==> config.mk <==
export PLATFORM = sky130hd
export DESIGN_NAME = power_seq_timer
export DESIGN_NICKNAME = d
export VERILOG_FILES = /design/src/rtl/power_seq_timer.sv
export SDC_FILE = /design/constraint.sdc
export NUM_CORES = 1
export LEC_CHECK = 0
export BUFFER_PORTS_ARGS = -buffer_cell sky130_fd_sc_hd__buf_2
export CELL_PAD_IN_SITES_DETAIL_PLACEMENT = 0
export CELL_PAD_IN_SITES_GLOBAL_PLACEMENT = 1
export CORE_MARGIN = 5
export CORE_UTILIZATION = 30
export CTS_CLUSTER_SIZE = 28
export DETAILED_ROUTE_END_ITERATION = 16
export PLACE_DENSITY = 0.74
export SLEW_MARGIN = 20
export SYNTH_ARGS = -nofsm -noshare
export SYNTH_HDL_FRONTEND = slang
export SYNTH_SLANG_ARGS = --single-unit
export TNS_END_PERCENT = 30
==> constraint.sdc <==
create_clock -name clk -period 4.25 [get_ports clk]
set_clock_uncertainty 0.15 [all_clocks]
set_input_delay 0.2125 -clock clk [delete_from_list [all_inputs] [get_ports clk]]
set_output_delay 0.2125 -clock clk [all_outputs]
set_load 0.005 [all_outputs]
==> src/rtl/power_seq_timer.sv <==
`timescale 1ns/1ps
`default_nettype none

module power_seq_timer (
	input  wire logic       clk,
	input  wire logic       arst_n,
	input  wire logic       load,
	input  wire logic [7:0] count,
	output logic            expired
);

	logic [7:0] cnt;

	// Reload wins over counting down
	always_ff @(posedge clk or negedge arst_n)
	begin
		if (!arst_n)
		begin
			cnt <= '0;
		end
		else if (load)
		begin
			cnt <= count;
		end
		else if (cnt != '0)
		begin
			cnt <= cnt - 8'd1;
		end
	end

	// Loaded as a step begins, so a step lasts count + 1 cycles
	assign expired = (cnt == '0);

endmodule

`default_nettype wire

After elaboration in Yosys (flattened, before gate mapping):

Cells that the tools add are included.
Widths: inputs -> output; s select.

* register bits: 8
* input port bits: 11
* output and inout bits: 1
* word-level logic and storage cells: 7

* add/sub/neg operators: 1
* multiplexer cells: 2
* reductions and logical operators: 3

Operator list (number)
* $mux 8: 2
* $logic_not 8->1: 1
* $reduce_bool 8->1: 1
* $sub 8x1->8 const B: 1
* $reduce_bool 2->1: 1

Logic depth before layout (Yosys ltp):

* depth in word-level cells: 3
* depth in mapped cells: 6
* mapped depth without buffers: 5

Worst setup path before layout:

OpenSTA, ideal clock, no wires.

* path kind: register to register
* start point: register cnt[0]
* end point: register cnt[4]
* library setup time: 0.079 ns
* arrival: 1.604 ns
* data required time: 4.021 ns
* slack: 2.417 ns
* cell stages (with the launch flop): 7
* buffers on the path: 1
* clock period less this slack: 1.833 ns
* cells stage by stage: dfrtp_1 > inv_1 > ha_1 > or3b_1 > clkbuf_2 > or3_1 > a2bb2oi_1

* longest elaborated chain between the ends: 3
* elaborated cells on any way between the ends: 5
* those cells by class: add/sub: 1; mux: 2; reduce/logical: 2

RTL lines
* from (decl): RTL line 12 `logic [7:0] cnt;`
* from (signal assigned): RTL line 23 `cnt <= count;`
* from (signal assigned): RTL line 27 `cnt <= cnt - 8'd1;`
* $sub 8x1->8: RTL line 27
* $mux 8: RTL line 25 `else if (cnt != '0)`
* $mux 8: RTL line 21 `else if (load)`

Several ways; a longest one is shown, not always the timed one. The select of a mux whose other input is x is not followed.
A chain may end at the register's enable or synchronous reset.

Worst setup path in the final report:

* start point: register cnt[0]
* end point: output port expired

* longest elaborated chain between the ends: 1

RTL lines
* $logic_not 8->1: RTL line 32 `assign expired = (cnt == '0);`
* to (decl): RTL line 9 `output logic expired`

No other way between the ends.

==> flow_metrics.tcl <==
set metrics [dict create \
    status "completed" \
    seq_area_frac_synth 0.420 \
    htree_levels 1 \
    switching_power_mw 0.0605 \
    final_antenna_net_count 0 \
    cp_slowest_stage_delay_ps 480 \
    yosysWarnings 0 \
    setup_viol 0 \
    cp_data_required_time_ps 3890 \
    syn-cell-area_um2 477 \
    rows 14 \
    swShare 0.305 \
    io_pins 12 \
    multiInputGateArea_um2 251 \
    clkTransAtPathRegs_ps 50 \
    nets 81 \
    ys_async_sr_fraction 1.00 \
    internal_power_mw 0.138 \
    end_kind "output pin" \
    n_antenna_cell 0 \
    cts_buffers 3 \
    path_cells "inv_1, ha_1, or3b_1, nor2_1, buf_2" \
    largest_register_ffs 8 \
    drt_iter0_drc 12 \
    syn_nets 66 \
    ctsLongestPathBuffers 2 \
    avgRoutedWirePerCell_um 13.8 \
    top_regs "cnt: 8 flops" \
    ys_seq_elements 8 \
    clock-sinks 8 \
    pwr-share-seq 0.501 \
    powerDensity_nw_per_um2 348 \
    grt_pass1_wl_um 1890 \
    cts_resized 0 \
    worstMarginPinSlew_ps 561 \
    synth_cells 54 \
    cts_tree "yes" \
    cap_violations 0 \
    die-area_um2 2490 \
    die_w_um 49.9 \
    drive_gt1_frac 0.209 \
    leakage_nw 0.242 \
    synth-edff-count 0 \
    wl_met1_um 560 \
    dr.pass1.iters 4 \
    syn_avg_cell_area_um2 8.83 \
    largest-register "cnt" \
    peakVddDrop_uv 151 \
    grtUsageTotal 0.0983 \
    seqCellArea_um2 200 \
    fmax_ghz 0.455 \
    syn2layout_area_growth_pct 19.7 \
    max_slew_margin 0.622 \
    dr_wl_met3_um 76 \
    rsz0062_at_grt "no" \
    synth_top_area_frac 0.420 \
    hpwl_um 827 \
    crit_path_start_kind "register" \
    initial_utilization 0.316 \
    criticalPathCategory "register to output pin" \
    setup_tns_ps 0 \
    slew_viol_final 0 \
    routed.top_layer "met4" \
    pwr-share-clk 0.292 \
    io_buffers 11 \
    routed_wl_um 1140 \
    fillers 163 \
    synth_flop_cell "dfrtp_1" \
    hold_class "input port to register" \
    finalHoldViolCount 0 \
    yosysUniqueCellTypes 27 \
    grt-ovfl-total 0 \
    fin_crit_ps 2200 \
    cts_root_buffer "clkbuf_4" \
    viasPerCell 5.64 \
    period_share 0.518 \
    antenna_found_initial 0 \
    critPathMaxFanout 7 \
    grt_max_degree 14 \
    yosysTopAreaCell "dfrtp_1" \
    synth_area_leaders "dfrtp_1 (42%), o31ai_1 (4.7%), nand2_1 (3.9%), nor2_1 (3.9%), a21oi_1 (3.1%)" \
    die_y_um 49.9 \
    coreArea_um2 1510 \
    clk_latency_ps 250 \
    pre_cts_ws_ps 2290 \
    post-route-drc-count 0 \
    critPathSlowestCell "or3b_1" \
    route.met2.wl_um 487 \
    vias 468 \
    gp_congestion 0.765 \
    worst_slack_ps 2050 \
    comb_power_share 0.206 \
    grt_pass1_vias 436 \
    cp.arrival_ps 1840 \
]
## worst max-delay path, delay by kind of cell, from the launching register on
family	cells	cell delay, ps
fa+ha+maj	1	230
simple gates	2	700
buf+inv	2	240
flops	1	410
## final cells by class
| cell class | instances | area share |
|---|---|---|
| Tap cell | 16 | 0.0351 |
| Multi-Input combinational cell | 41 | 0.441 |
| Sequential cell | 8 | 0.351 |
| Clock buffer | 3 | 0.0395 |
| Inverter | 3 | 0.0197 |
| Timing Repair Buffer | 12 | 0.114 |
## power groups by stage
| stage | clock, mW | sequential [mW] | combinational [mW] |
|---|---|---|---|
| after global routing | 0.0651 | 0.101 | 0.0473 |
| final | 0.0581 | 0.0995 | 0.0410 |
| after floorplan | 0 | 0.0970 | 0.0296 |
| after global placement | 0 | 0.101 | 0.0406 |
| after detailed placement | 0 | 0.100 | 0.0403 |
| after CTS | 0.0604 | 0.0989 | 0.0413 |
## per-stage QoR
| step | cell area, µm² | hold WS (ps) | total power, mW | util | std cells |
|---|---|---|---|---|---|
| finish | 571 | 7.86 | 0.199 | 0.379 | 83 |
| global route | 571 | 6.91 | 0.214 | 0.379 | 83 |
| CTS | 571 | 5.00 | 0.201 | 0.379 | 83 |
| detailed placement | 538 | -79.8 | 0.141 | 0.357 | 79 |
| global placement | 538 | -78.8 | 0.141 | 0.357 | 79 |
| floorplan | 477 | -233 | 0.127 | - | 54 |
## routing by layer
metal / vias up / global-route usage
li1: 233 / -
met3: 2 / 0.0452
met5: - / 0
met1: 219 / 0.124
met2: 14 / 0.138
met4: 0 / 0.0524
## worst paths after layout
check / start / end / slack (ps) / cells after the start
min: count[1] / cnt[1] / 8 / 3
max reg2reg: cnt[0] / cnt[4] / 2270 / 5
min in group asynchronous: arst_n / cnt[1] / 180 / 2
max in group asynchronous: arst_n / cnt[5] / 3590 / 2
min reg2reg: cnt[7] / cnt[7] / 470 / 2
max: cnt[0] / expired / 2050 / 5
## synthesized netlist by cell type (2+ instances only)
cell and instances:
dfrtp_1 8, nand2_1 5, nor2_1 5, a21oi_1 3
inv_1 3, nor3_1 3, o31ai_1 3, nand3_1 2
nor4_1 2, o21ai_0 2, or4_1 2
## timing repair
item	in CTS	in global routing
hold buffers	1	0
endpoints found under the hold margin	8	0
setup buffers	0	0
## placed cells by master (no fill, tap or decap)
master and count:
or3b_1 1, a31oi_1 1, nor3_1 3, a221oi_1 1, a2bb2oi_1 1, o31ai_1 3, buf_2 11, clkbuf_4 3
dfrtp_1 8, or3_1 1, a21oi_1 3, o31a_1 1, nand3_1 2, or4_1 2, nor2_1 5, nand2_1 5
o22ai_1 1, nand4_1 1, o41ai_1 1, ha_1 1, o21ai_0 2, nor3b_1 1, inv_1 3, xnor2_1 1
nor4_1 2, dlygate4sd3_1 1, o311ai_0 1, a21boi_0 1
## cells by family (layout without fill, tap and decap cells)
family | after synthesis | count (layout) | share of synthesized area
AND/OR/NAND/NOR | 23 | 23 | 0.249
flip-flops | 8 | 8 | 0.420
adder cells (fa/ha/maj) | 1 | 1 | 0.0262
buffers and inverters | 5 | 18 | 0.0525
AO/OA/AOI/OAI | 16 | 16 | 0.234
XOR/XNOR | 1 | 1 | 0.0184
No activity file was read; power rests on OpenSTA's default activity.
