`src/rtl/layer_pkg.sv`:
```
`default_nettype none

package layer_pkg;

	// Bus word, register and message address widths
	localparam int DATA_WIDTH    = 32;
	localparam int RF_DATA_WIDTH = 24;
	localparam int ADDR_WIDTH    = 16;

	typedef enum logic [2:0] {
		OP_RF_WRITE  = 3'd0,
		OP_RF_READ   = 3'd1,
		OP_MEM_WRITE = 3'd2,
		OP_MEM_READ  = 3'd3,
		OP_SLEEP     = 3'd4
	} op_e;

	// Wake steps first, then the awake states
	typedef enum logic [3:0] {
		ST_SLEEP      = 4'd0,
		ST_WAKE_ISO   = 4'd1,
		ST_WAKE_CLK   = 4'd2,
		ST_WAKE_RST   = 4'd3,
		ST_IDLE       = 4'd4,
		ST_EXEC       = 4'd5,
		ST_MEM_WAIT   = 4'd6,
		ST_REPLY      = 4'd7,
		ST_REPLY_DONE = 4'd8,
		ST_ACK        = 4'd9
	} state_e;

	typedef struct packed {
		op_e                   op;
		logic [ADDR_WIDTH-1:0] addr;
		logic [DATA_WIDTH-1:0] data;
	} bus_msg_t;

	typedef struct packed {
		logic [ADDR_WIDTH-1:0] addr;
		logic [DATA_WIDTH-1:0] data;
	} reply_t;

	typedef struct packed {
		logic                     en;
		logic [ADDR_WIDTH-1:0]    addr;
		logic [RF_DATA_WIDTH-1:0] data;
	} rf_wr_t;

	typedef struct packed {
		logic                  write;
		logic [ADDR_WIDTH-1:0] addr;
		logic [DATA_WIDTH-1:0] data;
	} mem_req_t;

endpackage

`default_nettype wire
```
`src/rtl/rf_ctrl.sv`:
```
`timescale 1ns/1ps
`default_nettype none

module rf_ctrl #(
	parameter int RF_DEPTH = 64
) (
	input  wire logic                                clk,
	input  wire logic                                arst_n,
	input  wire layer_pkg::rf_wr_t                   rf_wr,
	input  wire logic [$clog2(RF_DEPTH)-1:0]         rd_addr,
	output logic [layer_pkg::RF_DATA_WIDTH-1:0]      rd_data
);

	localparam int RF_AW = $clog2(RF_DEPTH);

	logic [layer_pkg::RF_DATA_WIDTH-1:0] regs [RF_DEPTH];
	logic [RF_AW-1:0]                    wr_idx;

	// Upper address bits are ignored, so large addresses wrap
	assign wr_idx = rf_wr.addr[RF_AW-1:0];

	always_ff @(posedge clk or negedge arst_n)
	begin
		if (!arst_n)
		begin
			for (int i = 0; i < RF_DEPTH; i++)
			begin
				regs[i] <= '0;
			end
		end
		else if (rf_wr.en)
		begin
			regs[wr_idx] <= rf_wr.data;
		end
	end

	assign rd_data = regs[rd_addr];

endmodule

`default_nettype wire

```
`config.mk`:
```
export PLATFORM = sky130hd
export DESIGN_NAME = rf_ctrl
export DESIGN_NICKNAME = d
export VERILOG_FILES = /design/src/rtl/layer_pkg.sv /design/src/rtl/rf_ctrl.sv
export SDC_FILE = /design/constraint.sdc
export NUM_CORES = 2
export LEC_CHECK = 0
export BUFFER_PORTS_ARGS = -buffer_cell sky130_fd_sc_hd__buf_2
export CORE_ASPECT_RATIO = 0.7
export CORE_MARGIN = 3
export CORE_UTILIZATION = 68
export CTS_CLUSTER_DIAMETER = 40
export DETAILED_ROUTE_END_ITERATION = 8
export PLACE_DENSITY = 0.87
export SLEW_MARGIN = 20
export SYNTH_ARGS = -nofsm -noshare
export SYNTH_HDL_FRONTEND = slang
export SYNTH_SLANG_ARGS = --single-unit
```
`constraint.sdc`:
```
create_clock -name clk -period 2.8 [get_ports clk]
set_input_delay 0 -clock clk [delete_from_list [all_inputs] [get_ports clk]]
set_output_delay 0 -clock clk [all_outputs]
set_load 0.02 [all_outputs]
```
## Word level (Yosys, flattened, before mapping)

Index checks and enable logic that the tools add are counted.

| word-level totals | value |
|---|---|
| register bits | 1536 |
| output and inout port bits | 24 |

| cells by class | value |
|---|---|
| order comparisons | 3 |
| muxes and demuxes | 6 |
| reductions and logical operators | 1 |
| bitwise operators | 2 |

Operator list:

| cell | number |
|---|---|
| 1536-bit bitwise mux | 1 |
| 24-bit binary-select mux with 6-bit select | 1 |
| 24-bit demux with 6-bit select | 1 |
| 24-bit 2-to-1 mux | 3 |
| 7-bit >= comparator, second input constant | 2 |
| 6-bit inverter with 7-bit output | 2 |
| 7-bit by 1-bit less-than comparator with 1-bit output, second input constant | 1 |
| 1-bit logical AND | 1 |

## Depth between registers and ports, before layout

| logic depth | value |
|---|---|
| depth in word-level cells | 6 |
| depth in mapped cells | 10 |

## Least setup slack after synthesis

OpenSTA, ideal clock, no wires.

| timing path | value |
|---|---|
| path kind | input to output |
| start | in rd_addr[1] |
| end | out rd_data[19] (netlist bit) |
| arrival time | 1735 ps |
| path buffers | 4 |
| stages on the path | 8 |
| setup slack | 1065 ps |
| path through | buf_4 -> buf_12 -> buf_4 -> and2_4 -> buf_2 -> a221oi_1 -> o21ai_0 -> a311oi_1 |

| on the way | value |
|---|---|
| longest elaborated chain between the ends | 4 |

RTL lines:

| element | line | source |
|---|---|---|
| from (decl) | rf_ctrl.sv:10 | `input wire logic [$clog2(RF_DEPTH)-1:0] rd_addr,` |
| 6-bit inverter with 7-bit output (implied by the code) | rf_ctrl.sv:37 | `assign rd_data = regs[rd_addr];` |
| 24-bit binary-select mux with 6-bit select | rf_ctrl.sv:37 |  |
| 24-bit 2-to-1 mux (implied by the code) (2 in series) | rf_ctrl.sv:37 |  |
| to (decl) | rf_ctrl.sv:11 | `output logic [layer_pkg::RF_DATA_WIDTH-1:0] rd_data` |

Every way passes these cells. The select of a mux whose other input is x is not followed.

## Worst setup path after layout

| timing path | value |
|---|---|
| start | reg regs[1067] (netlist bit) |
| end | out rd_data[11] (netlist bit) |

| on the way | value |
|---|---|
| longest elaborated chain between the ends | 3 |

RTL lines:

| element | line | source |
|---|---|---|
| from (decl) | rf_ctrl.sv:16 | `logic [layer_pkg::RF_DATA_WIDTH-1:0] regs [RF_DEPTH];` |
| from (signal, indexed assignment) | rf_ctrl.sv:33 | `regs[wr_idx] <= rf_wr.data;` |
| 24-bit binary-select mux with 6-bit select | rf_ctrl.sv:37 |  |
| 24-bit 2-to-1 mux (implied by the code) (2 in series) | rf_ctrl.sv:37 |  |

Every way passes these cells. The select of a mux whose other input is x is not followed.

==> impl_results.md <==
- CP top delay family: multiplexers
- Power per cell area: ~700 mW/mm^2
- Die Height: approximately 280 um
- Asr flop ratio synth: 100%
- CTS buffer count: 148
- First-pass GRT wire length: 279 mm
- Fmax: 359 MHz
- Grt total ovfl: 0
- Net switching power: 0.0138 W
- Setup violators final: 0
- Max reg flops: 1,536
- Req. time, crit path: between 2000 and 3000 ps
- Fillers: 5,763
- Drt pass-1 iters: 5
- Final TNS setup: 0 ps
- P_int: 0.0411 W
- WL/cell: roughly 30 um
- FF-to-FF setup slack: 1980 ps
- Die X: about 390 um
- Detailed-route via count: 41,700
- VDD IR max: 625 uV
- Synth Flop Type: dfrtp_1
- Top cell type's share of synthesized area: 54.5%
- Failing checks: negative hold slack
- Synth unique cells: 53
- Post-Syn Area: 0.0705 sq mm
- Adder-Cell Fraction of Synth Area: 0%
- Vias in the first global route: 44,100
- Initial Util: 68.8%
- Gate power share: 13.5%
- Cell row count: 98
- Core Area: 0.103 sq mm
- Slowest cell on crit path: mux4_2
- Drt via density: 6.99
- Slew margin rel.: about 29%
- Slew @ Worst Pin: 1060 ps
- RSZ-0062 raised after global routing: true
- Hold_ws: -81.1 ps
- Cells after synthesis: 4,486
- Syn nets: 4,535
- Synth cell count leaders: mux2_2, dfrtp_1, mux4_2
- Fin crit period: 2780 ps
- Top Registers: regs (1536)
- XOR/XNOR Fraction of Synth Area: 0%
- Initial antenna violation count: 14
- Synth Warn #: 0
- Largest net degree at the start of global routing: 191
- Clk_skew: 0 ps
- Data arrival time of the critical path: 2780 ps
- Sink Count: 1,536
- Status: finished, violations left
- Layout cells sized above 1: 55.3%
- Max cap viols: 0
- CP Launch Type: flop
- Final Wtd Congestion: 0.829
- DP Wirelength: around 110 mm
- Sw frac: 25.2%
- Synth area leader: dfrtp_1
- Drc violations: 0
- Pwr Total: 0.0550 W
- CP endpoint kind: output pin
- Top post-synthesis cells by area: dfrtp_1, mux2_2, mux4_2, mux2i_1, buf_4
- Reg-to-reg startpoint: regs[1334]
- Input/output buffers: 62
- Clk_lat worst skew: 770 ps
- Post-Layout Cell Count: 5,972
- Seq pwr share: 48.7%
- Kind of critical path: reg -> out
- Buf/Inv on CP: 2
- Die area: 0.108 sq mm
- CTS tree: built
- H-tree lvl count: 4
- GRT Total Usage: 34.8%
- Slew Limit Fails: 0
- Leakage power: 36.1 nW
- Share of total power in the clock network: 37.8%
- CP startpoint: regs[1067]
- HP Class: in -> async
- Largest Register: regs
- IO Count: 73
- Mux contribution to synthesized area: 37.9%
- DRT iter0 DRCs: 4,191
- Fin. Hold Viols: 44
- ANT nets after route: 0
- CTS clk-pin slew, worst paths: 60 ps
- Synth Area in Simple Gates: under 10%
- CP Max Fanout: 2
- Post-synth EDFFs: 0
- R2R Path End: regs[1334]
- FF+latch count, synth: about 1,500
- CTS root buf: clkbuf_16
- Max stage delay on crit path: between 400 and 500 ps
- Most common cell in the synthesized netlist: mux2_2
- CTS max path bufs: 3
- Post-synthesis sequential area ratio: 54.5%
- Final WL: around 180 mm
- Compound-Gate Fraction of Synth Area: 2.27%
- Final net count: 4,545
- Area delta synth->final: 10.5%
- Mapped Avg Cell Area: 15.7 sq um
- Setup Fix Bufs, Post-CTS: 0
- Largest family of logic cells by synthesized area: multiplexers
- Critical-path cell list: mux4_2 > mux2_2 > o22ai_1 > o21ai_1 > buf_4 > buf_2
- Placed cells: 5,677
- FF-to-FF path depth: 1
- Final period utilization: 99.5%
==> how the worst max path moves through the flow <==
stage / slack (ps) / cells after the start / endpoint
after detailed placement: -180 / 9 / rd_data[23]
after global routing: -7 / 6 / rd_data[19]
final: 20 / 6 / rd_data[11]
after floorplan: 1070 / 8 / rd_data[19]
after global placement: -130 / 9 / rd_data[10]
after CTS: 2 / 7 / rd_data[17]
==> tightest hold or removal path: cells and delay by family <==
kind | cells | cell delay (ps)
buffers and inverters | 3 | 1140
==> cell usage in the layout (no fill, tap or decap), types with 8 or more instances in the layout <==
cell type / netlist / layout
a211oi_1: 12 / 12
a21oi_1: 28 / 28
a221oi_1: 28 / 21
a22oi_1: 37 / 35
a311oi_1: 13 / 11
buf_12: 1 / 44
buf_2: 100 / 49
buf_4: 122 / 200
bufinv_16: 0 / 10
clkbuf_1: 176 / 25
clkbuf_16: 0 / 155
clkbuf_8: 0 / 26
clkinv_2: 0 / 13
clkinv_4: 0 / 9
clkinvlp_4: 0 / 14
dfrtp_1: 1536 / 1536
diode_2: 0 / 8
dlygate4sd3_1: 0 / 18
inv_6: 0 / 9
mux2_1: 31 / 31
mux2_2: 1567 / 1567
mux2i_1: 100 / 96
mux4_2: 344 / 344
nand2_1: 81 / 69
nand3_1: 16 / 11
nor2_1: 18 / 14
nor2_2: 37 / 33
nor2_4: 8 / 16
nor2b_1: 23 / 23
o211ai_1: 12 / 12
o21ai_0: 22 / 16
o21ai_1: 13 / 15
o22ai_1: 35 / 34
o31ai_1: 12 / 11
==> cell families (layout without fill, tap and decap cells) <==
| kind of cell | after synthesis | after routing |
|---|---|---|
| mux | 2042 | 2042 |
| buf+inv | 455 | 583 |
| flops | 1536 | 1536 |
| compound gates | 229 | 229 |
| other cells | 0 | 8 |
| simple gates | 224 | 224 |
==> stage by stage <==
stage                     instance area (sq um)  setup WS (ps)  hold WS (ps)  util, %
after global placement                    72400           -128          -157     70.6
after floorplan                           70500           1070          -296        -
after global routing                      77900          -7.02          14.2     76.0
after CTS                                 77800           2.42          5.67     75.9
after detailed placement                  72400           -180          -155     70.6
final                                     77900           15.0         -81.1     76.0
==> metal layers <==
layer / up-vias / global-route usage, % / wire, um
li1: 16700 / - / -
met1: 22600 / 49.8 / 75200
met2: 2061 / 52.6 / 84700
met3: 416 / 7.80 / 16900
met4: 6 / 14.4 / 7080
met5: - / 0 / 35
==> power by group through the flow <==
stage	Clock, W	Sequential (W)	Combinational (W)
final	0.0208	0.0267	0.00744
after global routing	0.0219	0.0270	0.00792
after CTS	0.0210	0.0267	0.00740
after detailed placement	0	0.0270	0.00723
after global placement	0	0.0268	0.00691
after floorplan	0	0.0264	0.00529
==> cell type report <==
type	instances	area [sq um]	area share (%)
Sequential cell	1536	38400	49.3
Clock buffer	206	4330	5.56
Timing Repair Buffer	314	2850	3.66
Antenna cell	8	20.0	0.0257
Clock inverter	62	736	0.944
Tap cell	1350	1690	2.17
Multi-Input combinational cell	2495	29900	38.3
Inverter	1	3.75	0.00482
==> repair_timing <==
| action | 4_1_cts | 5_1_grt |
|---|---|---|
| hold buffers | 15 | 4 |
| resized for setup | 46 | 16 |
| endpoints found under the setup margin | 22 | 12 |
| pin swaps | 2 | 2 |
| endpoints found under the hold margin | 1986 | 137 |
Power figures use the tool's default switching activity.
