File: src/rtl/layer_pkg.sv
`default_nettype none

package layer_pkg;

	// Bus word, register and message address widths
	localparam int DATA_WIDTH    = 32;
	localparam int RF_DATA_WIDTH = 24;
	localparam int ADDR_WIDTH    = 16;

	typedef enum logic [2:0] {
		OP_RF_WRITE  = 3'd0,
		OP_RF_READ   = 3'd1,
		OP_MEM_WRITE = 3'd2,
		OP_MEM_READ  = 3'd3,
		OP_SLEEP     = 3'd4
	} op_e;

	// Wake steps first, then the awake states
	typedef enum logic [3:0] {
		ST_SLEEP      = 4'd0,
		ST_WAKE_ISO   = 4'd1,
		ST_WAKE_CLK   = 4'd2,
		ST_WAKE_RST   = 4'd3,
		ST_IDLE       = 4'd4,
		ST_EXEC       = 4'd5,
		ST_MEM_WAIT   = 4'd6,
		ST_REPLY      = 4'd7,
		ST_REPLY_DONE = 4'd8,
		ST_ACK        = 4'd9
	} state_e;

	typedef struct packed {
		op_e                   op;
		logic [ADDR_WIDTH-1:0] addr;
		logic [DATA_WIDTH-1:0] data;
	} bus_msg_t;

	typedef struct packed {
		logic [ADDR_WIDTH-1:0] addr;
		logic [DATA_WIDTH-1:0] data;
	} reply_t;

	typedef struct packed {
		logic                     en;
		logic [ADDR_WIDTH-1:0]    addr;
		logic [RF_DATA_WIDTH-1:0] data;
	} rf_wr_t;

	typedef struct packed {
		logic                  write;
		logic [ADDR_WIDTH-1:0] addr;
		logic [DATA_WIDTH-1:0] data;
	} mem_req_t;

endpackage

`default_nettype wire
File: src/rtl/layer_ctrl_fsm.sv
`timescale 1ns/1ps
`default_nettype none

module layer_ctrl_fsm #(
	parameter int WAKE_CYCLES = 4,
	parameter int RF_DEPTH    = 64
) (
	input  wire logic                                  clk,
	input  wire logic                                  arst_n,
	input  wire logic                                  rx_req,
	input  wire layer_pkg::bus_msg_t                   rx_msg,
	output logic                                       rx_ack,
	output logic                                       tx_req,
	output layer_pkg::reply_t                          tx_msg,
	input  wire logic                                  tx_ack,
	output logic                                       pwr_on,
	output logic                                       tmr_load,
	output logic [7:0]                                 tmr_count,
	input  wire logic                                  tmr_expired,
	output layer_pkg::rf_wr_t                          rf_wr,
	output logic [$clog2(RF_DEPTH)-1:0]                rf_rd_addr,
	input  wire logic [layer_pkg::RF_DATA_WIDTH-1:0]   rf_rd_data,
	output logic                                       mem_req,
	output layer_pkg::mem_req_t                        mem_cmd,
	input  wire logic                                  mem_ack,
	input  wire logic [layer_pkg::DATA_WIDTH-1:0]      mem_rd_data
);

	localparam int RF_AW = $clog2(RF_DEPTH);

	layer_pkg::state_e   state;
	layer_pkg::state_e   state_nxt;
	layer_pkg::bus_msg_t msg_q;
	logic                is_mem_op;

	always_ff @(posedge clk or negedge arst_n)
	begin
		if (!arst_n)
		begin
			state <= layer_pkg::ST_SLEEP;
		end
		else
		begin
			state <= state_nxt;
		end
	end

	// Message is held by the bus node until rx_ack, one copy is enough
	always_ff @(posedge clk)
	begin
		if (state == layer_pkg::ST_IDLE && rx_req)
		begin
			msg_q <= rx_msg;
		end
	end

	// Reply payload, frozen for the whole tx handshake
	always_ff @(posedge clk)
	begin
		if (state == layer_pkg::ST_EXEC && msg_q.op == layer_pkg::OP_RF_READ)
		begin
			tx_msg.addr <= msg_q.addr;
			tx_msg.data <= layer_pkg::DATA_WIDTH'(rf_rd_data);
		end
		else if (state == layer_pkg::ST_MEM_WAIT && mem_ack)
		begin
			tx_msg.addr <= msg_q.addr;
			tx_msg.data <= mem_rd_data;
		end
	end

	always_comb
	begin
		state_nxt = state;
		case (state)
			layer_pkg::ST_SLEEP:
			begin
				if (rx_req)
				begin
					state_nxt = layer_pkg::ST_WAKE_ISO;
				end
			end
			layer_pkg::ST_WAKE_ISO:
			begin
				if (tmr_expired)
				begin
					state_nxt = layer_pkg::ST_WAKE_CLK;
				end
			end
			layer_pkg::ST_WAKE_CLK:
			begin
				if (tmr_expired)
				begin
					state_nxt = layer_pkg::ST_WAKE_RST;
				end
			end
			layer_pkg::ST_WAKE_RST:
			begin
				if (tmr_expired)
				begin
					state_nxt = layer_pkg::ST_IDLE;
				end
			end
			layer_pkg::ST_IDLE:
			begin
				if (rx_req)
				begin
					state_nxt = layer_pkg::ST_EXEC;
				end
			end
			layer_pkg::ST_EXEC:
			begin
				case (msg_q.op)
					layer_pkg::OP_RF_READ:   state_nxt = layer_pkg::ST_REPLY;
					layer_pkg::OP_MEM_WRITE: state_nxt = layer_pkg::ST_MEM_WAIT;
					layer_pkg::OP_MEM_READ:  state_nxt = layer_pkg::ST_MEM_WAIT;
					// register writes, sleep and unknown opcodes go straight to ack
					default:                 state_nxt = layer_pkg::ST_ACK;
				endcase
			end
			layer_pkg::ST_MEM_WAIT:
			begin
				if (mem_ack)
				begin
					if (msg_q.op == layer_pkg::OP_MEM_READ)
					begin
						state_nxt = layer_pkg::ST_REPLY;
					end
					else
					begin
						state_nxt = layer_pkg::ST_ACK;
					end
				end
			end
			layer_pkg::ST_REPLY:
			begin
				if (tx_ack)
				begin
					state_nxt = layer_pkg::ST_REPLY_DONE;
				end
			end
			layer_pkg::ST_REPLY_DONE:
			begin
				if (!tx_ack)
				begin
					state_nxt = layer_pkg::ST_ACK;
				end
			end
			layer_pkg::ST_ACK:
			begin
				if (!rx_req)
				begin
					if (msg_q.op == layer_pkg::OP_SLEEP)
					begin
						state_nxt = layer_pkg::ST_SLEEP;
					end
					else
					begin
						state_nxt = layer_pkg::ST_IDLE;
					end
				end
			end
			default:
			begin
				state_nxt = layer_pkg::ST_SLEEP;
			end
		endcase
	end

	// Handshake and power outputs decode the state directly
	assign rx_ack = (state == layer_pkg::ST_ACK);
	assign tx_req = (state == layer_pkg::ST_REPLY);
	assign pwr_on = (state != layer_pkg::ST_SLEEP) && (state != layer_pkg::ST_WAKE_ISO)
		&& (state != layer_pkg::ST_WAKE_CLK) && (state != layer_pkg::ST_WAKE_RST);

	// Each wake step restarts the timer as it begins
	assign tmr_load = (state == layer_pkg::ST_SLEEP && rx_req)
		|| (state == layer_pkg::ST_WAKE_ISO && tmr_expired)
		|| (state == layer_pkg::ST_WAKE_CLK && tmr_expired);
	assign tmr_count = 8'(WAKE_CYCLES);

	assign rf_wr.en   = (state == layer_pkg::ST_EXEC) && (msg_q.op == layer_pkg::OP_RF_WRITE);
	assign rf_wr.addr = msg_q.addr;
	assign rf_wr.data = msg_q.data[layer_pkg::RF_DATA_WIDTH-1:0];
	assign rf_rd_addr = msg_q.addr[RF_AW-1:0];

	// Request level starts in EXEC and is held until the ack
	assign is_mem_op = (msg_q.op == layer_pkg::OP_MEM_WRITE) || (msg_q.op == layer_pkg::OP_MEM_READ);
	assign mem_req = is_mem_op
		&& (state == layer_pkg::ST_EXEC || state == layer_pkg::ST_MEM_WAIT);
	assign mem_cmd.write = (msg_q.op == layer_pkg::OP_MEM_WRITE);
	assign mem_cmd.addr  = msg_q.addr;
	assign mem_cmd.data  = msg_q.data;

endmodule

`default_nettype wire

File: config.mk
export PLATFORM = sky130hd
export DESIGN_NAME = layer_ctrl_fsm
export DESIGN_NICKNAME = d
export VERILOG_FILES = /design/src/rtl/layer_pkg.sv /design/src/rtl/layer_ctrl_fsm.sv
export SDC_FILE = /design/constraint.sdc
export NUM_CORES = 1
export LEC_CHECK = 0
export ABC_CLOCK_PERIOD_IN_PS = 4510
export BUFFER_PORTS_ARGS = -buffer_cell sky130_fd_sc_hd__buf_2
export CAP_MARGIN = 10
export CORE_AREA = 2 2 106 108
export DETAILED_ROUTE_END_ITERATION = 10
export DIE_AREA = 0 0 108 110
export MAX_ROUTING_LAYER = met4
export PLACE_DENSITY = 0.8
export SLEW_MARGIN = 20
export SYNTH_ARGS = -nofsm -noshare
export SYNTH_HDL_FRONTEND = slang
export SYNTH_SLANG_ARGS = --single-unit
File: constraint.sdc
create_clock -name clk -period 4.51 [get_ports clk]
set_input_delay 0.902 -clock clk [delete_from_list [all_inputs] [get_ports clk]]
set_output_delay 0.902 -clock clk [all_outputs]
set_load 0.05 [all_outputs]
# Yosys cells after proc, flatten, opt, wreduce, memory -nomap -nowiden
# Index checks and enable logic that the tools add are counted.
# word_totals
ff_bits,103
mem_bits_ro,0
mem_count,0
input_bits,113
latchBits,0
word_cells,68
ram_bits,0
output_inout_bits,157
# classes
reduce_logical,21
n_lt_le_gt_ge,0
eq_ne,25
n_div,0
n_mul,0
shift,0
addsub,0
n_bitwise,0
n_mux,15
# op_table
cell,n
48-bit 2-to-1 mux,2
4-bit 2-to-1 mux,10
4-bit case mux with 10 select lines,1
4-bit by 3-bit equality test with 1-bit output (second input constant),4
2-bit inequality test (second input constant),8
1-bit logical AND,11
9-bit AND reduction,1
4-bit by 2-bit equality test with 1-bit output (second input constant),2
4-bit equality test (second input constant),2
4-bit by 2-bit inequality test with 1-bit output (second input constant),2
4-bit case mux with 2 select lines,1
3-bit by 2-bit equality test with 1-bit output (second input constant),2
4-bit by 1-bit equality test with 1-bit output (second input constant),1
4-bit zero test,1
1-bit logical OR,4
4-bit by 1-bit inequality test with 1-bit output (second input constant),1
4-bit nonzero test,1
3-bit by 1-bit equality test with 1-bit output (second input constant),1
3-bit equality test (second input constant),1
3-bit zero test,1
3-bit 2-to-1 mux,1
2-bit by 1-bit inequality test with 1-bit output (second input constant),1
2-bit nonzero test,1
2-bit OR reduction,1

# Logic depth before layout (Yosys ltp)
# depth
depth_word,4
ltp_mapped,8

# Least setup slack after synthesis
# Ideal clock, no wire load.
# synth_timing
path_kind,reg-to-output
start,register state[3]
end,output port rf_wr[40] in the netlist's numbering
setup_slack_ps,1294
arrival_time_ps,2314
stages_incl_launch_ff,4
cell_sequence,dfrtp_1 buf_4 nand2b_4 nor4b_1
# synth_lines
item,line,rtl
from (decl),layer_ctrl_fsm.sv:31,layer_pkg::state_e state;
from (signal assigned),layer_ctrl_fsm.sv:40,state <= layer_pkg::ST_SLEEP;
from (signal assigned),layer_ctrl_fsm.sv:44,state <= state_nxt;
to (decl),layer_ctrl_fsm.sv:20,"output layer_pkg::rf_wr_t rf_wr,"

==> flow_summary.json <==
{
  "fin_crit_ns": 2.855,
  "grt_max_degree": 57,
  "yosys.area.top_type": "edfxtp_1",
  "worst_pin_slew_ns": 0.6617,
  "core-area_um2": 10700,
  "setup_viol": 0,
  "hold_viol_final": 0,
  "num-nets-final": 618,
  "netlist_area_um2": 4671,
  "die_h_um": 110,
  "first_iter_violations": 164,
  "dieArea_um2": 11880,
  "critPathTopFamily": "flip-flops",
  "floorplan.initialDensity_pct": 43.66,
  "cts-root-buf": "clkbuf_8",
  "startpoint_type": "flip-flop",
  "min_path_type": "in -> async",
  "worst_slack_ns": 1.655,
  "place.gp.congestion": 0.8861,
  "dp_hpwl_um": 7898,
  "grt_pass1_wl_um": 14680,
  "crit_required_ns": 3.61,
  "grt_overflow_total": 0,
  "synth_area_leaders": "edfxtp_1 59%, buf_4 17%, a22o_1 4.5%",
  "irDropWorstVdd_uv": 302.0,
  "tns_ns": 0,
  "critPathCaptureType": "output port",
  "cts_resized": 0,
  "dpl.cell_count": 634,
  "dr.pass1.iters": 4,
  "port_buffers": 261,
  "r2r-end": "tx_msg[17]",
  "antenna_found_initial": 0,
  "crit_buf_inv": 1,
  "reg2reg_depth": 4,
  "synth-edff-count": 91,
  "clock_latency_ns": 0.36,
  "io_pins": 270,
  "postRouteAntennaNets": 0,
  "timing.hold.ws_ns": 0.3394,
  "r2r_start": "state[0]",
  "post-route-period-util_pct": 63.30,
  "rsz0062_at_grt": "no",
  "power_density_nw_per_um2": 475.2,
  "criticalPathCategory": "reg -> out",
  "r2r_slack_ns": 1.94,
  "finClkSkew_ns": 0.01022,
  "drive_above_1_share_pct": 55.49,
  "postSynth.asyncResetShare_pct": 3.883,
  "synth.distinct_cells": 38,
  "dp_slack_ns": 1.655,
  "die_x_um": 108,
  "cellLeakagePower_uw": 0.002562,
  "rows": 38,
  "ctsHoldBuffers": 0,
  "postSynthAreaPerCell_um2": 13.70,
  "crit_arrival_ns": 1.95,
  "numCtsBuffers": 9,
  "max_freq_ghz": 0.3503,
  "syn_to_final_growth_pct": 18.24,
  "drv_slew": 0,
  "fill_cells": 983,
  "avgViaCountPerCell": 4.597,
  "status": "finished clean",
  "htree_levels": 3,
  "ys.flop_type": "edfxtp_1",
  "maxSlewHeadroom_pct": 55.89,
  "synth_cells": 341,
  "drc": 0,
  "vias": 2988,
  "wire_per_inst_um": 15.88,
  "ys_seq_area_share_pct": 64.08,
  "cp_max_fo": 19,
  "wl_um": 10320,
  "cts_tree": "done",
  "cts.sinks": 103,
  "cpMaxStageDelayCell": "dfrtp_1",
  "cts_buffer_depth": 2,
  "crit_path_max_incr_delay_ns": 0.71,
  "fin_cells": 650,
  "cts.clk_slew.worst_paths_ns": 0.09,
  "diodes": 0,
  "track_usage_pct": 17.00,
  "synth.ff_latch_count": 103,
  "grt_pass1_vias": 2781,
  "post_cts_buffers": 0,
  "yosysWarnings": 0,
  "cap_violations": 0,
  "synth_top_area_share_pct": 58.51,
  "cp_cell_sequence": "nand2b_1 -> nor4b_1 -> buf_2"
}
-- metal layers --
layer	vias to the layer above	track usage [%]	wire length (um)
li1	1432	-	-
met1	1407	20.79	4143
met2	138	28.71	5384
met3	11	2.881	653
met4	0	6.136	143
met5	-	-	0
-- layout by cell type, fill, tap and decap left out, types with 2 or more instances in the layout --
cell type,n
inv_6,2
nand2b_1,2
nor4bb_1,2
clkinv_1,2
a211oi_1,2
nor3_1,4
clkbuf_8,9
nand2_1,17
and2_1,16
buf_4,2
dfxtp_1,8
or3b_1,2
and3_1,2
a22o_1,24
nor2_1,6
edfxtp_1,91
a21oi_1,10
o31ai_1,3
nor2b_1,7
a2bb2oi_1,2
dfrtp_1,4
buf_2,261
mux2i_1,2
o32ai_1,2
nor4b_1,2
conb_1,8
-- how the worst max path moves through the flow --
stage | start | to | slack (ns) | depth (start not counted)
after global routing | state[0] | rf_wr[40] | 1.49 | 3
final | state[0] | rf_wr[40] | 1.66 | 3
after detailed placement | state[0] | tx_msg[37] | 1.66 | 4
after CTS | state[0] | tx_msg[40] | 1.64 | 5
after global placement | mem_ack | tx_msg[22] | 1.81 | 4
after floorplan | state[3] | rf_wr[40] | 1.29 | 3
-- final cells by class --
class | count | area [um2] | area share, %
multi-input combinational | 127 | 858.3 | 15.54
tap | 140 | 175.2 | 3.172
timing repair buffer | 263 | 1321 | 23.92
inverter | 1 | 3.754 | 0.06797
clock buffer | 10 | 127.6 | 2.311
sequential | 103 | 2993 | 54.19
clock inverter | 6 | 43.79 | 0.7929
-- registers in the layout, summed over array words and instances, names as in the netlist --
signal   count
mem_cmd     48
tx_msg      48
state        4
msg_q        3
-- Yosys cell counts (2+ instances only) --
master / count
nor2b_1: 7
and3_1: 2
o32ai_1: 2
o31ai_1: 3
and2_1: 17
nor3_1: 4
conb_1: 2
nand2_1: 17
dfxtp_1: 8
dfrtp_1: 4
nor4bb_1: 2
buf_2: 11
nand2b_1: 2
a2bb2oi_1: 2
a21oi_1: 10
or3b_1: 2
nor4b_1: 2
buf_4: 103
nor2_1: 6
edfxtp_1: 91
a22o_1: 24
or2_1: 2
mux2i_1: 2
a211oi_1: 2
-- kinds of logic after synthesis --
kind of cell	share of synthesized area, %
and+or+nand+nor	8.679
muxes	0.6697
AOI/OAI and AO/OA	8.278
DFF	64.08
other	0.1608
buffers and inverters	18.14
-- per-stage QoR --
step           utilization, %  power, uW  instance area [um2]
3_3_place_gp            49.99       2105                 5348
3_5_place_dp            49.99       2134                 5348
5_1_grt                 51.63       2750                 5523
6_report                51.63       2624                 5523
4_1_cts                 51.59       2652                 5519
2_1_floorplan               -       2006                 4693
-- report_power, final --
group	total (uW)	switching [uW]	internal (uW)
logic	864	623	241
registers	1250	98.8	1150
clock network	515	309	205
No activity file was read; power rests on OpenSTA's default activity.
